--- config.mk ---
export PLATFORM = sky130hd
export DESIGN_NAME = mvu_top
export DESIGN_NICKNAME = d
export VERILOG_FILES = /design/src/logic/mvu_pkg.sv /design/src/logic/mvu_ctrl.sv /design/src/logic/mvu_agu.sv /design/src/logic/mvu_mem.sv /design/src/logic/mvu_vvp.sv /design/src/logic/mvu_top.sv
export VERILOG_INCLUDE_DIRS = /design/src /design/src/logic
export SDC_FILE = /design/constraint.sdc
export NUM_CORES = 2
export LEC_CHECK = 0
export BUFFER_PORTS_ARGS = -buffer_cell sky130_fd_sc_hd__buf_4
export CORE_MARGIN = 4
export CORE_UTILIZATION = 51
export DETAILED_ROUTE_END_ITERATION = 6
export HOLD_SLACK_MARGIN = 0.05
export PLACE_DENSITY = 0.65
export SLEW_MARGIN = 15
export SYNTH_ARGS = -nofsm -noshare
export SYNTH_HDL_FRONTEND = slang
export SYNTH_SLANG_ARGS = --single-unit
--- constraint.sdc ---
create_clock -name clk -period 10.1 [get_ports clk]
set_input_delay 2.02 -clock clk [delete_from_list [all_inputs] [get_ports clk]]
set_output_delay 2.02 -clock clk [all_outputs]
set_load 0.01 [all_outputs]
--- src/logic/mvu_cfg.svh ---
// Configuration macros of the matrix-vector unit
// Widths, memory depths and lane count
// Bus register offsets and memory regions
// Read latency and product pipeline depth
`ifndef MVU_CFG_SVH
`define MVU_CFG_SVH

`define MVU_LANES       4       // Vector lanes per word
`define MVU_ELEM_W      8       // Input and weight element width
`define MVU_WORD_W      32      // Memory and bus word
`define MVU_ACC_W       32      // Accumulator and result width
`define MVU_WADDR_W     4       // 16 weight rows
`define MVU_DADDR_W     5       // 32 data words
`define MVU_PREC_W      3       // Precision minus 1 so 1 to 8 bits
`define MVU_ROWS_W      4       // Rows minus 1 so 1 to 16 rows
`define MVU_ADR_W       8       // Byte address on the bus

`define MVU_MEMRD_LAT   1       // Registered memory reads
`define MVU_VVP_STAGES  2       // Lane sum then shift-accumulate

`define MVU_REG_CONTROL 8'h00   // Bit 0 d_signed and bit 1 w_signed, bits 10:8 precision minus 1
`define MVU_REG_BASES   8'h04   // Weight base 3:0, input base 12:8, output base 20:16
`define MVU_REG_ROWS    8'h08   // Rows minus 1 in bits 3:0
`define MVU_REG_STATUS  8'h0C   // Reads irq done busy in 2:0, bit 0 starts and bit 1 clears

`define MVU_WMEM_BASE   8'h40   // Weight memory region
`define MVU_DMEM_BASE   8'h80   // Data memory region

`endif

--- src/logic/mvu_pkg.sv ---
// Shared types of the matrix-vector unit
// Wishbone request and response
// Host memory write, job configuration and one pipeline step
`include "mvu_cfg.svh"

package mvu_pkg;

    typedef struct packed {
        logic                       cyc;
        logic                       stb;
        logic                       we;
        logic [`MVU_ADR_W-1:0]      adr;        // Byte address
        logic [`MVU_WORD_W-1:0]     dat;        // Write data
    } wb_req_t;

    typedef struct packed {
        logic                       ack;
        logic [`MVU_WORD_W-1:0]     dat;        // Read data, valid with ack
    } wb_rsp_t;

    typedef struct packed {
        logic                       en;
        logic [`MVU_DADDR_W-1:0]    addr;       // Weight memory takes the low bits
        logic [`MVU_WORD_W-1:0]     word;
    } mem_wr_t;

    typedef struct packed {
        logic                       d_signed;
        logic                       w_signed;
        logic [`MVU_PREC_W-1:0]     prec_m1;    // Input precision minus 1
        logic [`MVU_ROWS_W-1:0]     rows_m1;    // Weight rows minus 1
        logic [`MVU_WADDR_W-1:0]    w_base;
        logic [`MVU_DADDR_W-1:0]    i_base;
        logic [`MVU_DADDR_W-1:0]    o_base;
    } job_cfg_t;

    typedef struct packed {
        logic                       valid;
        logic [`MVU_PREC_W-1:0]     bit_idx;    // Input bit in each lane byte
        logic                       first;      // MSB of the row
        logic                       last;       // LSB of the row
        logic [`MVU_DADDR_W-1:0]    o_addr;     // Result address of the row
    } vvp_step_t;

endpackage

--- src/logic/mvu_ctrl.sv ---
// Wishbone classic slave with a single-cycle ack
// CONTROL, BASES and ROWS registers and the busy, done and irq flags
// Address decode for registers, weight memory and data memory
// Job state machine with idle, running and done
`timescale 1ns/10ps
`include "mvu_cfg.svh"

module mvu_ctrl (
    input  logic                        clk,
    input  logic                        arst_n,
    input  mvu_pkg::wb_req_t            bus,
    output mvu_pkg::wb_rsp_t            bus_rsp,
    output mvu_pkg::mem_wr_t            host_wmem,
    output mvu_pkg::mem_wr_t            host_dmem,
    output logic [`MVU_DADDR_W-1:0]     host_rd_addr,
    input  logic [`MVU_WORD_W-1:0]      wmem_rd_word,
    input  logic [`MVU_WORD_W-1:0]      dmem_rd_word,
    output mvu_pkg::job_cfg_t           cfg,
    output logic                        start,
    input  logic                        row_done,
    output logic                        irq
);

    typedef enum logic [1:0] {S_IDLE, S_RUN, S_DONE} state_t;

    state_t                     state_q;
    logic                       ack_q;
    logic [1:0]                 rsel_q;         // Dmem and wmem select of the acked access
    logic [`MVU_WORD_W-1:0]     reg_rd_q;       // Register read data
    logic [`MVU_WORD_W-1:0]     control_q;
    logic [`MVU_WORD_W-1:0]     bases_q;
    logic [`MVU_WORD_W-1:0]     rows_q;
    logic [`MVU_ROWS_W-1:0]     row_cnt_q;      // Rows written back so far
    logic                       irq_q;
    logic                       start_q;
    logic                       req;
    logic                       is_wmem;
    logic                       is_dmem;
    logic                       wr_status;
    logic                       launch;
    logic                       clear;
    logic                       finish;
    logic                       busy;
    logic                       done;

    assign req       = bus.cyc & bus.stb & ~ack_q;             // Access cycle, ack follows
    assign is_dmem   = (bus.adr >= `MVU_DMEM_BASE);
    assign is_wmem   = ~is_dmem & (bus.adr >= `MVU_WMEM_BASE);
    assign busy      = (state_q == S_RUN);
    assign done      = (state_q == S_DONE);
    assign wr_status = req & bus.we & (bus.adr == `MVU_REG_STATUS);
    assign launch    = wr_status & bus.dat[0] & ~busy & ~start_q;  // Dropped while running
    assign clear     = wr_status & bus.dat[1];
    assign finish    = busy & row_done & (row_cnt_q == cfg.rows_m1);  // Last row written

    assign host_wmem.en   = req & bus.we & is_wmem;
    assign host_wmem.addr = bus.adr[`MVU_DADDR_W+1:2];
    assign host_wmem.word = bus.dat;
    assign host_dmem.en   = req & bus.we & is_dmem;
    assign host_dmem.addr = bus.adr[`MVU_DADDR_W+1:2];
    assign host_dmem.word = bus.dat;
    assign host_rd_addr   = bus.adr[`MVU_DADDR_W+1:2];         // Both memories read, mux on ack

    assign bus_rsp.ack = ack_q;
    assign bus_rsp.dat = rsel_q[1] ? dmem_rd_word : (rsel_q[0] ? wmem_rd_word : reg_rd_q);
    assign start       = start_q;
    assign irq         = irq_q;

    // Bus handshake and host registers
    always_ff @(posedge clk or negedge arst_n) begin
        if (!arst_n) begin
            ack_q     <= 1'b0;
            control_q <= '0;
            bases_q   <= '0;
            rows_q    <= '0;
        end else begin
            ack_q <= req;                                      // One clock, never held
            if (req && bus.we) begin
                case (bus.adr)
                    `MVU_REG_CONTROL: control_q <= bus.dat;
                    `MVU_REG_BASES:   bases_q   <= bus.dat;
                    `MVU_REG_ROWS:    rows_q    <= bus.dat;
                    default: ;
                endcase
            end
        end
    end

    always_ff @(posedge clk) begin
        if (req) begin
            rsel_q <= {is_dmem, is_wmem};
            case (bus.adr)
                `MVU_REG_CONTROL: reg_rd_q <= control_q;
                `MVU_REG_BASES:   reg_rd_q <= bases_q;
                `MVU_REG_ROWS:    reg_rd_q <= rows_q;
                `MVU_REG_STATUS:  reg_rd_q <= {{(`MVU_WORD_W-3){1'b0}}, irq_q, done, busy};
                default:          reg_rd_q <= '0;
            endcase
        end
        if (launch) begin                                      // Job values frozen at start
            cfg.d_signed <= control_q[0];
            cfg.w_signed <= control_q[1];
            cfg.prec_m1  <= control_q[8 +: `MVU_PREC_W];
            cfg.rows_m1  <= rows_q[`MVU_ROWS_W-1:0];
            cfg.w_base   <= bases_q[0 +: `MVU_WADDR_W];
            cfg.i_base   <= bases_q[8 +: `MVU_DADDR_W];
            cfg.o_base   <= bases_q[16 +: `MVU_DADDR_W];
        end
    end

    // Job FSM
    always_ff @(posedge clk or negedge arst_n) begin
        if (!arst_n) begin
            state_q   <= S_IDLE;
            start_q   <= 1'b0;
            irq_q     <= 1'b0;
            row_cnt_q <= '0;
        end else begin
            start_q <= launch;
            if (start_q)
                row_cnt_q <= '0;
            else if (row_done)
                row_cnt_q <= row_cnt_q + 1'b1;
            case (state_q)
                S_RUN: if (finish) state_q <= S_DONE;          // busy falls as done rises
                default: begin
                    if (start_q)
                        state_q <= S_RUN;
                    else if (clear)
                        state_q <= S_IDLE;
                end
            endcase
            if (finish)
                irq_q <= 1'b1;                                 // Sticky until cleared
            else if (clear)
                irq_q <= 1'b0;
        end
    end

    a_ack_single: assert property (@(posedge clk) disable iff (!arst_n) ack_q |=> !ack_q)
        else $error("ack high in two consecutive clocks");
    a_start_idle: assert property (@(posedge clk) disable iff (!arst_n) start_q |-> !busy)
        else $error("start issued while busy");

endmodule

--- src/logic/mvu_agu.sv ---
// Address generator of the matrix-vector unit
// Row counter and downward input bit counter
// Weight, input and output addresses with first and last bit flags
`timescale 1ns/10ps
`include "mvu_cfg.svh"

module mvu_agu (
    input  logic                        clk,
    input  logic                        arst_n,
    input  mvu_pkg::job_cfg_t           cfg,
    input  logic                        start,
    output logic [`MVU_DADDR_W-1:0]     in_addr,
    output logic [`MVU_WADDR_W-1:0]     w_addr,
    output mvu_pkg::vvp_step_t          step
);

    logic                       run_q;          // Issuing steps
    logic [`MVU_ROWS_W-1:0]     row_q;
    logic [`MVU_PREC_W-1:0]     bit_q;          // Counts down to the LSB
    logic                       row_end;
    logic                       job_end;

    assign row_end = (bit_q == '0);
    assign job_end = row_end & (row_q == cfg.rows_m1);

    assign in_addr      = cfg.i_base;                          // Read on the start cycle
    assign w_addr       = cfg.w_base + row_q;
    assign step.valid   = run_q;
    assign step.bit_idx = bit_q;
    assign step.first   = (bit_q == cfg.prec_m1);              // MSB issued first
    assign step.last    = row_end;
    assign step.o_addr  = cfg.o_base + `MVU_DADDR_W'(row_q);

    // One step per clock, rows back to back
    always_ff @(posedge clk or negedge arst_n) begin
        if (!arst_n) begin
            run_q <= 1'b0;
            row_q <= '0;
            bit_q <= '0;
        end else if (start) begin
            run_q <= 1'b1;
            row_q <= '0;
            bit_q <= cfg.prec_m1;
        end else if (run_q) begin
            if (row_end) begin
                bit_q <= cfg.prec_m1;                          // Next row starts at MSB
                row_q <= row_q + 1'b1;
                if (job_end)
                    run_q <= 1'b0;
            end else begin
                bit_q <= bit_q - 1'b1;
            end
        end
    end

    a_bit_range: assert property (@(posedge clk) disable iff (!arst_n)
        step.valid |-> (step.bit_idx <= cfg.prec_m1))
        else $error("bit index %0d above precision %0d", step.bit_idx, cfg.prec_m1);

endmodule

--- src/logic/mvu_mem.sv ---
// Weight memory and data memory of the matrix-vector unit
// Each has a host port and a datapath port with registered reads
// Datapath result writes win over host writes to the same address
`timescale 1ns/10ps
`include "mvu_cfg.svh"

module mvu_mem (
    input  logic                        clk,
    input  mvu_pkg::mem_wr_t            host_wmem,
    input  mvu_pkg::mem_wr_t            host_dmem,
    input  logic [`MVU_DADDR_W-1:0]     host_rd_addr,
    output logic [`MVU_WORD_W-1:0]      wmem_rd_word,
    output logic [`MVU_WORD_W-1:0]      dmem_rd_word,
    input  logic [`MVU_WADDR_W-1:0]     w_addr,
    output logic [`MVU_WORD_W-1:0]      w_word,
    input  logic [`MVU_DADDR_W-1:0]     in_addr,
    output logic [`MVU_WORD_W-1:0]      in_word,
    input  mvu_pkg::mem_wr_t            res_wr
);

    logic [`MVU_WORD_W-1:0] wmem [2**`MVU_WADDR_W];            // One row of 4 weights per word
    logic [`MVU_WORD_W-1:0] dmem [2**`MVU_DADDR_W];            // Input vectors and results

    // Weight memory
    always_ff @(posedge clk) begin
        if (host_wmem.en)
            wmem[host_wmem.addr[`MVU_WADDR_W-1:0]] <= host_wmem.word;
        wmem_rd_word <= wmem[host_rd_addr[`MVU_WADDR_W-1:0]];
        w_word       <= wmem[w_addr];                          // Meets the delayed step
    end

    // Data memory
    always_ff @(posedge clk) begin
        if (host_dmem.en)
            dmem[host_dmem.addr] <= host_dmem.word;
        if (res_wr.en)
            dmem[res_wr.addr] <= res_wr.word;                  // Later write takes the address
        dmem_rd_word <= dmem[host_rd_addr];
        in_word      <= dmem[in_addr];
    end

endmodule

--- src/logic/mvu_vvp.sv ---
// Bit-serial vector product of the matrix-vector unit
// Input vector capture and step delay to meet the weight word
// Lane products with signed weights and MSB negation
// Shift-accumulator with one result write per row
`timescale 1ns/10ps
`include "mvu_cfg.svh"

module mvu_vvp (
    input  logic                        clk,
    input  logic                        arst_n,
    input  mvu_pkg::job_cfg_t           cfg,
    input  logic                        start,
    input  logic [`MVU_WORD_W-1:0]      in_word,
    input  logic [`MVU_WORD_W-1:0]      w_word,
    input  mvu_pkg::vvp_step_t          step,
    output mvu_pkg::mem_wr_t            res_wr,
    output logic                        row_done
);

    import mvu_pkg::*;

    vvp_step_t [`MVU_MEMRD_LAT-1:0] dly_q;                     // Step waiting on the weight read
    vvp_step_t                      cur;                       // Step aligned to w_word
    vvp_step_t                      s1_q;                      // Step beside the lane sum
    logic                           start_q;
    logic                           seen_q;                    // A step arrived in this job
    logic [`MVU_WORD_W-1:0]         vec_q;                     // Input vector of the job
    logic [`MVU_ACC_W-1:0]          lane_sum;
    logic [`MVU_ACC_W-1:0]          sum_q;
    logic [`MVU_ACC_W-1:0]          acc_q;
    logic                           wr_q;
    logic [`MVU_DADDR_W-1:0]        wr_addr_q;

    assign cur = dly_q[`MVU_MEMRD_LAT-1];

    // Stage 1 input, sum of the selected lane weights
    always_comb begin
        logic [`MVU_ACC_W-1:0] prod;
        lane_sum = '0;
        for (int i = 0; i < `MVU_LANES; i++) begin
            prod = cfg.w_signed ? `MVU_ACC_W'(signed'(w_word[i*`MVU_ELEM_W +: `MVU_ELEM_W]))
                                : `MVU_ACC_W'(w_word[i*`MVU_ELEM_W +: `MVU_ELEM_W]);
            if (vec_q[i*`MVU_ELEM_W + cur.bit_idx])
                lane_sum = lane_sum + prod;
        end
        if (cur.first && cfg.d_signed)
            lane_sum = -lane_sum;                              // Input MSB carries negative weight
    end

    // Control pipeline
    always_ff @(posedge clk or negedge arst_n) begin
        if (!arst_n) begin
            dly_q   <= '0;
            s1_q    <= '0;
            start_q <= 1'b0;
            seen_q  <= 1'b0;
            wr_q    <= 1'b0;
        end else begin
            dly_q[0] <= step;
            for (int i = 1; i < `MVU_MEMRD_LAT; i++)
                dly_q[i] <= dly_q[i-1];
            s1_q    <= cur;
            start_q <= start;
            wr_q    <= s1_q.valid & s1_q.last;                 // Row complete after this update
            if (start)
                seen_q <= 1'b0;
            else if (step.valid)
                seen_q <= 1'b1;
        end
    end

    // Datapath
    always_ff @(posedge clk) begin
        if (start_q)
            vec_q <= in_word;                                  // Read issued on the start cycle
        sum_q <= lane_sum;
        if (s1_q.valid)
            acc_q <= s1_q.first ? sum_q : (acc_q << 1) + sum_q;
        wr_addr_q <= s1_q.o_addr;
    end

    assign res_wr.en   = wr_q;
    assign res_wr.addr = wr_addr_q;
    assign res_wr.word = acc_q;
    assign row_done    = wr_q;

    a_write_after_step: assert property (@(posedge clk) disable iff (!arst_n)
        (res_wr.en || row_done) |-> seen_q)
        else $error("result write with no step since start");

endmodule

--- src/logic/mvu_top.sv ---
// Top level of the matrix-vector unit
// Wishbone controller, address generator, memories and vector product
`timescale 1ns/10ps
`include "mvu_cfg.svh"

module mvu_top (
    input  logic                clk,
    input  logic                arst_n,
    input  mvu_pkg::wb_req_t    bus,
    output mvu_pkg::wb_rsp_t    bus_rsp,
    output logic                irq
);

    import mvu_pkg::*;

    mem_wr_t                    host_wmem;
    mem_wr_t                    host_dmem;
    mem_wr_t                    res_wr;         // Row result into data memory
    job_cfg_t                   cfg;
    vvp_step_t                  step;
    logic                       start;
    logic                       row_done;
    logic [`MVU_DADDR_W-1:0]    host_rd_addr;
    logic [`MVU_DADDR_W-1:0]    in_addr;
    logic [`MVU_WADDR_W-1:0]    w_addr;
    logic [`MVU_WORD_W-1:0]     wmem_rd_word;
    logic [`MVU_WORD_W-1:0]     dmem_rd_word;
    logic [`MVU_WORD_W-1:0]     w_word;
    logic [`MVU_WORD_W-1:0]     in_word;

    mvu_ctrl u_ctrl (
        .clk, .arst_n, .bus, .bus_rsp,
        .host_wmem, .host_dmem, .host_rd_addr, .wmem_rd_word, .dmem_rd_word,
        .cfg, .start, .row_done, .irq
    );

    mvu_agu u_agu (
        .clk, .arst_n, .cfg, .start, .in_addr, .w_addr, .step
    );

    mvu_mem u_mem (
        .clk, .host_wmem, .host_dmem, .host_rd_addr, .wmem_rd_word, .dmem_rd_word,
        .w_addr, .w_word, .in_addr, .in_word, .res_wr
    );

    mvu_vvp u_vvp (
        .clk, .arst_n, .cfg, .start, .in_word, .w_word, .step, .res_wr, .row_done
    );

endmodule

==> flow_summary.ini <==
[routing]
wl_per_cell_um = 37.8
ant_nets = 0
vias_per_cell = 7.09
initialDrtViolationCount = 8637
drt_pass1_iterations = 6
drc = 0
drt-total-wl_um = 345000
vias = 64739

[grt]
grt_pass1_wl_um = 485000
groute.usage.overall_pct = 32.5
grt_max_degree = 121
overflow = 0
first_global_vias = 64320
antenna_found_initial = 14

[synth]
syn_avg_cell_area_um2 = 16.2
async_flop_share_pct = 6.85
ys.flop_type = edfxtp_1
synth_cells = 6448
synth_xor_area_share_pct = 1.06
synth.area.mux_share_pct = 33.6
yosys.cell_types.count = 92
synth_compound_area_share_pct = 3.93
syn-cell-area_mm2 = 0.104
ys_ff_latch = 1956
synth_simple_gate_area_share_pct = 3.31
synth_edf_count = 1657
yosysWarnings = 0
synth_nets = 6617
synth_top_family_by_area = multiplexers
seq_area_frac_synth_pct = 54.0
synthAdderAreaFrac_pct = 1.59

[floorplanning]
die_w_um = 460
die_area_mm2 = 0.212
rows = 165
core-area_mm2 = 0.203
start_util_pct = 51.4
ios = 79
dieHeight_um = 460

[critical_path]
crit_top_cell = a21o_1
crit_fanout = 23
arrival_ns = 10.16
cpPeakStageDelay_ns = 0.53
cp-start-kind = flip-flop
cp-end-kind = flip-flop
critical_path_class = flip-flop to flip-flop
cp_slowest_cell = mux4_2
cp.required_ns = 10.89
r2r_slack_ns = 0.74

[timing]
worstMarginPinSlew_ns = 1.22
rsz0062_at_grt = false
finalCriticalPeriod_ns = 9.36
max_freq_ghz = 0.107
fin_skew_ns = 0.0364
hold_viol_final = 0
maxSlewViolCount = 0
setup_violations = 0
maxSlewHeadroom_pct = 18.7
post-route-period-util_pct = 92.7
whs_ns = 0.341
fin_setup_tns_ns = 0

[cells_and_area]
nets = 6435
fin_cells = 9126
drive_above_1_share_pct = 43.2
final_cell_mix = 1657 x edfxtp_1, 1164 x mux2_2, 939 x mux4_2
layout_commonest_cell = edfxtp_1
fillerInstances = 15731
finalInstanceArea_mm2 = 0.115
area_delta_synth_final_pct = 9.95

[placement]
dp_cells = 8723
numPortBuffers = 78
placed_area_mm2 = 0.108
place_congestion = 0.900
dp_hpwl_um = 190000

[clocking]
numCtsBuffers = 204
clkSlewWorstSetupHoldPaths_ns = 0.06
htreeDepth = 4
cts_hold_buf = 0
clkLatencyLatePin_ns = 0.88
cts_buffer_depth = 3
cts.sinks = 1956
root_buffer = clkbuf_16
cts_tree = built

[power]
vdd_drop_max_v = 0.000177
power_leakage_nw = 38.4
powerDensity_mw_per_mm2 = 155

[hold_path]
hold_path.class = flip-flop to flip-flop

[flow_run]
cap_violations = 0

[run_status]
status = finished clean
timing repair:
action	in CTS	in global routing
gates resized for setup	0	5
setup buffers	0	1
setup endpoints to repair	0	9
cell usage after synthesis (26+ instances only):
cell type	n	area share [%]
edfxtp_1	1657	48
clkbuf_1	514	1.8
and2_1	55	0.33
dfrtp_1	134	3.2
nor2_1	161	0.58
a21o_1	56	0.40
inv_1	56	0.20
nor3_1	26	0.12
o21ai_0	184	0.88
mux2_2	1164	13
a21oi_1	150	0.72
xor2_1	61	0.51
buf_1	99	0.36
nand2_1	293	1.1
mux2i_1	77	0.74
xnor2_1	65	0.55
ha_1	110	1.3
a211oi_1	45	0.32
a31oi_1	52	0.31
mux4_2	939	20
nand3_1	37	0.18
dfxtp_1	165	3.2
worst max-delay path: cells and delay by family (launching register included):
family / cells / cell delay, ns
fa+ha+maj: 5 / 1.63
buf+inv: 1 / 0.07
mux: 3 / 1.08
compound gates: 16 / 3.73
simple gates: 11 / 2.05
flops: 1 / 0.46
xor+xnor: 2 / 0.27
logic make-up (layout without fill, tap and decap cells):
logic type      count (synthesis)  in the layout
mux                          2183           2183
flops                        1956           1956
simple gates                  730            730
buf+inv                       680            680
compound gates                649            649
xor+xnor                      126            126
fa+ha+maj                     124            124
other cells                     0              6
final timing paths:
path / startpoint / end / cells after the start
max reg2reg: u_vvp.cur[7]$_DFF_PN0_ / u_vvp.sum_q[31]$_DFF_P_ / 38
max in group asynchronous: arst_n / u_ctrl.rows_q[28]$_DFFE_PN0P_ / 2
min: u_vvp.s1_q[1]$_DFF_PN0_ / u_vvp.wr_addr_q[1]$_DFF_P_ / 0
min in group asynchronous: arst_n / u_ctrl.ack_q$_DFF_PN0_ / 1
min reg2reg: u_vvp.s1_q[1]$_DFF_PN0_ / u_vvp.wr_addr_q[1]$_DFF_P_ / 0
max: u_vvp.cur[7]$_DFF_PN0_ / u_vvp.sum_q[31]$_DFF_P_ / 38
per-stage QoR:
stage	power (W)	utilization, %	setup WS, ns
final	0.0178	56.6	0.737
after global routing	0.0183	56.6	0.000468
after CTS	0.0178	56.5	0.117
after detailed placement	0.0104	53.2	0.163
after global placement	0.0104	53.2	0.386
after floorplan	0.00994	-	1.60
cell type report:
type	count	area, um2	share of cell area (%)
multi-input combinational	3812	46200	40.2
timing repair buffer	236	1950	1.70
sequential	1956	56400	49.2
inverter	56	210	0.183
antenna	6	15.0	0.0131
clock inverter	87	838	0.730
clock buffer	301	5820	5.07
tap	2672	3340	2.91
flip-flops by register name, indices dropped and copies added (netlist names), 5 cells and up:
name and count:
u_vvp.acc_q 32, u_mem.wmem_rd_word 32, u_vvp.vec_q 32, u_mem.dmem_rd_word 32, u_ctrl.control_q 32, u_mem.in_word 32
u_ctrl.bases_q 32, u_mem.wmem 512, u_vvp.sum_q 32, u_vvp.cur 11, u_vvp.wr_addr_q 5, u_ctrl.rows_q 32
u_mem.dmem 1024, u_ctrl.cfg 23, u_ctrl.reg_rd_q 32, u_vvp.s1_q 8, u_mem.w_word 32
where the power goes:
| group | total, W | internal, W | switching, W |
|---|---|---|---|
| logic | 0.00130 | 0.000597 | 0.000703 |
| registers | 0.00893 | 0.00883 | 0.000103 |
| clock network | 0.00752 | 0.00422 | 0.00331 |
| total | 0.0178 | 0.0136 | 0.00411 |
layer usage:
layer	track usage, %	wire length (um)	vias to the layer above
met5	0	62	-
met4	14.6	18000	10
met3	7.14	36600	775
met2	50.0	158000	4003
met1	44.6	132000	34213
li1	-	-	25738
(Power assumes the default switching activity.)
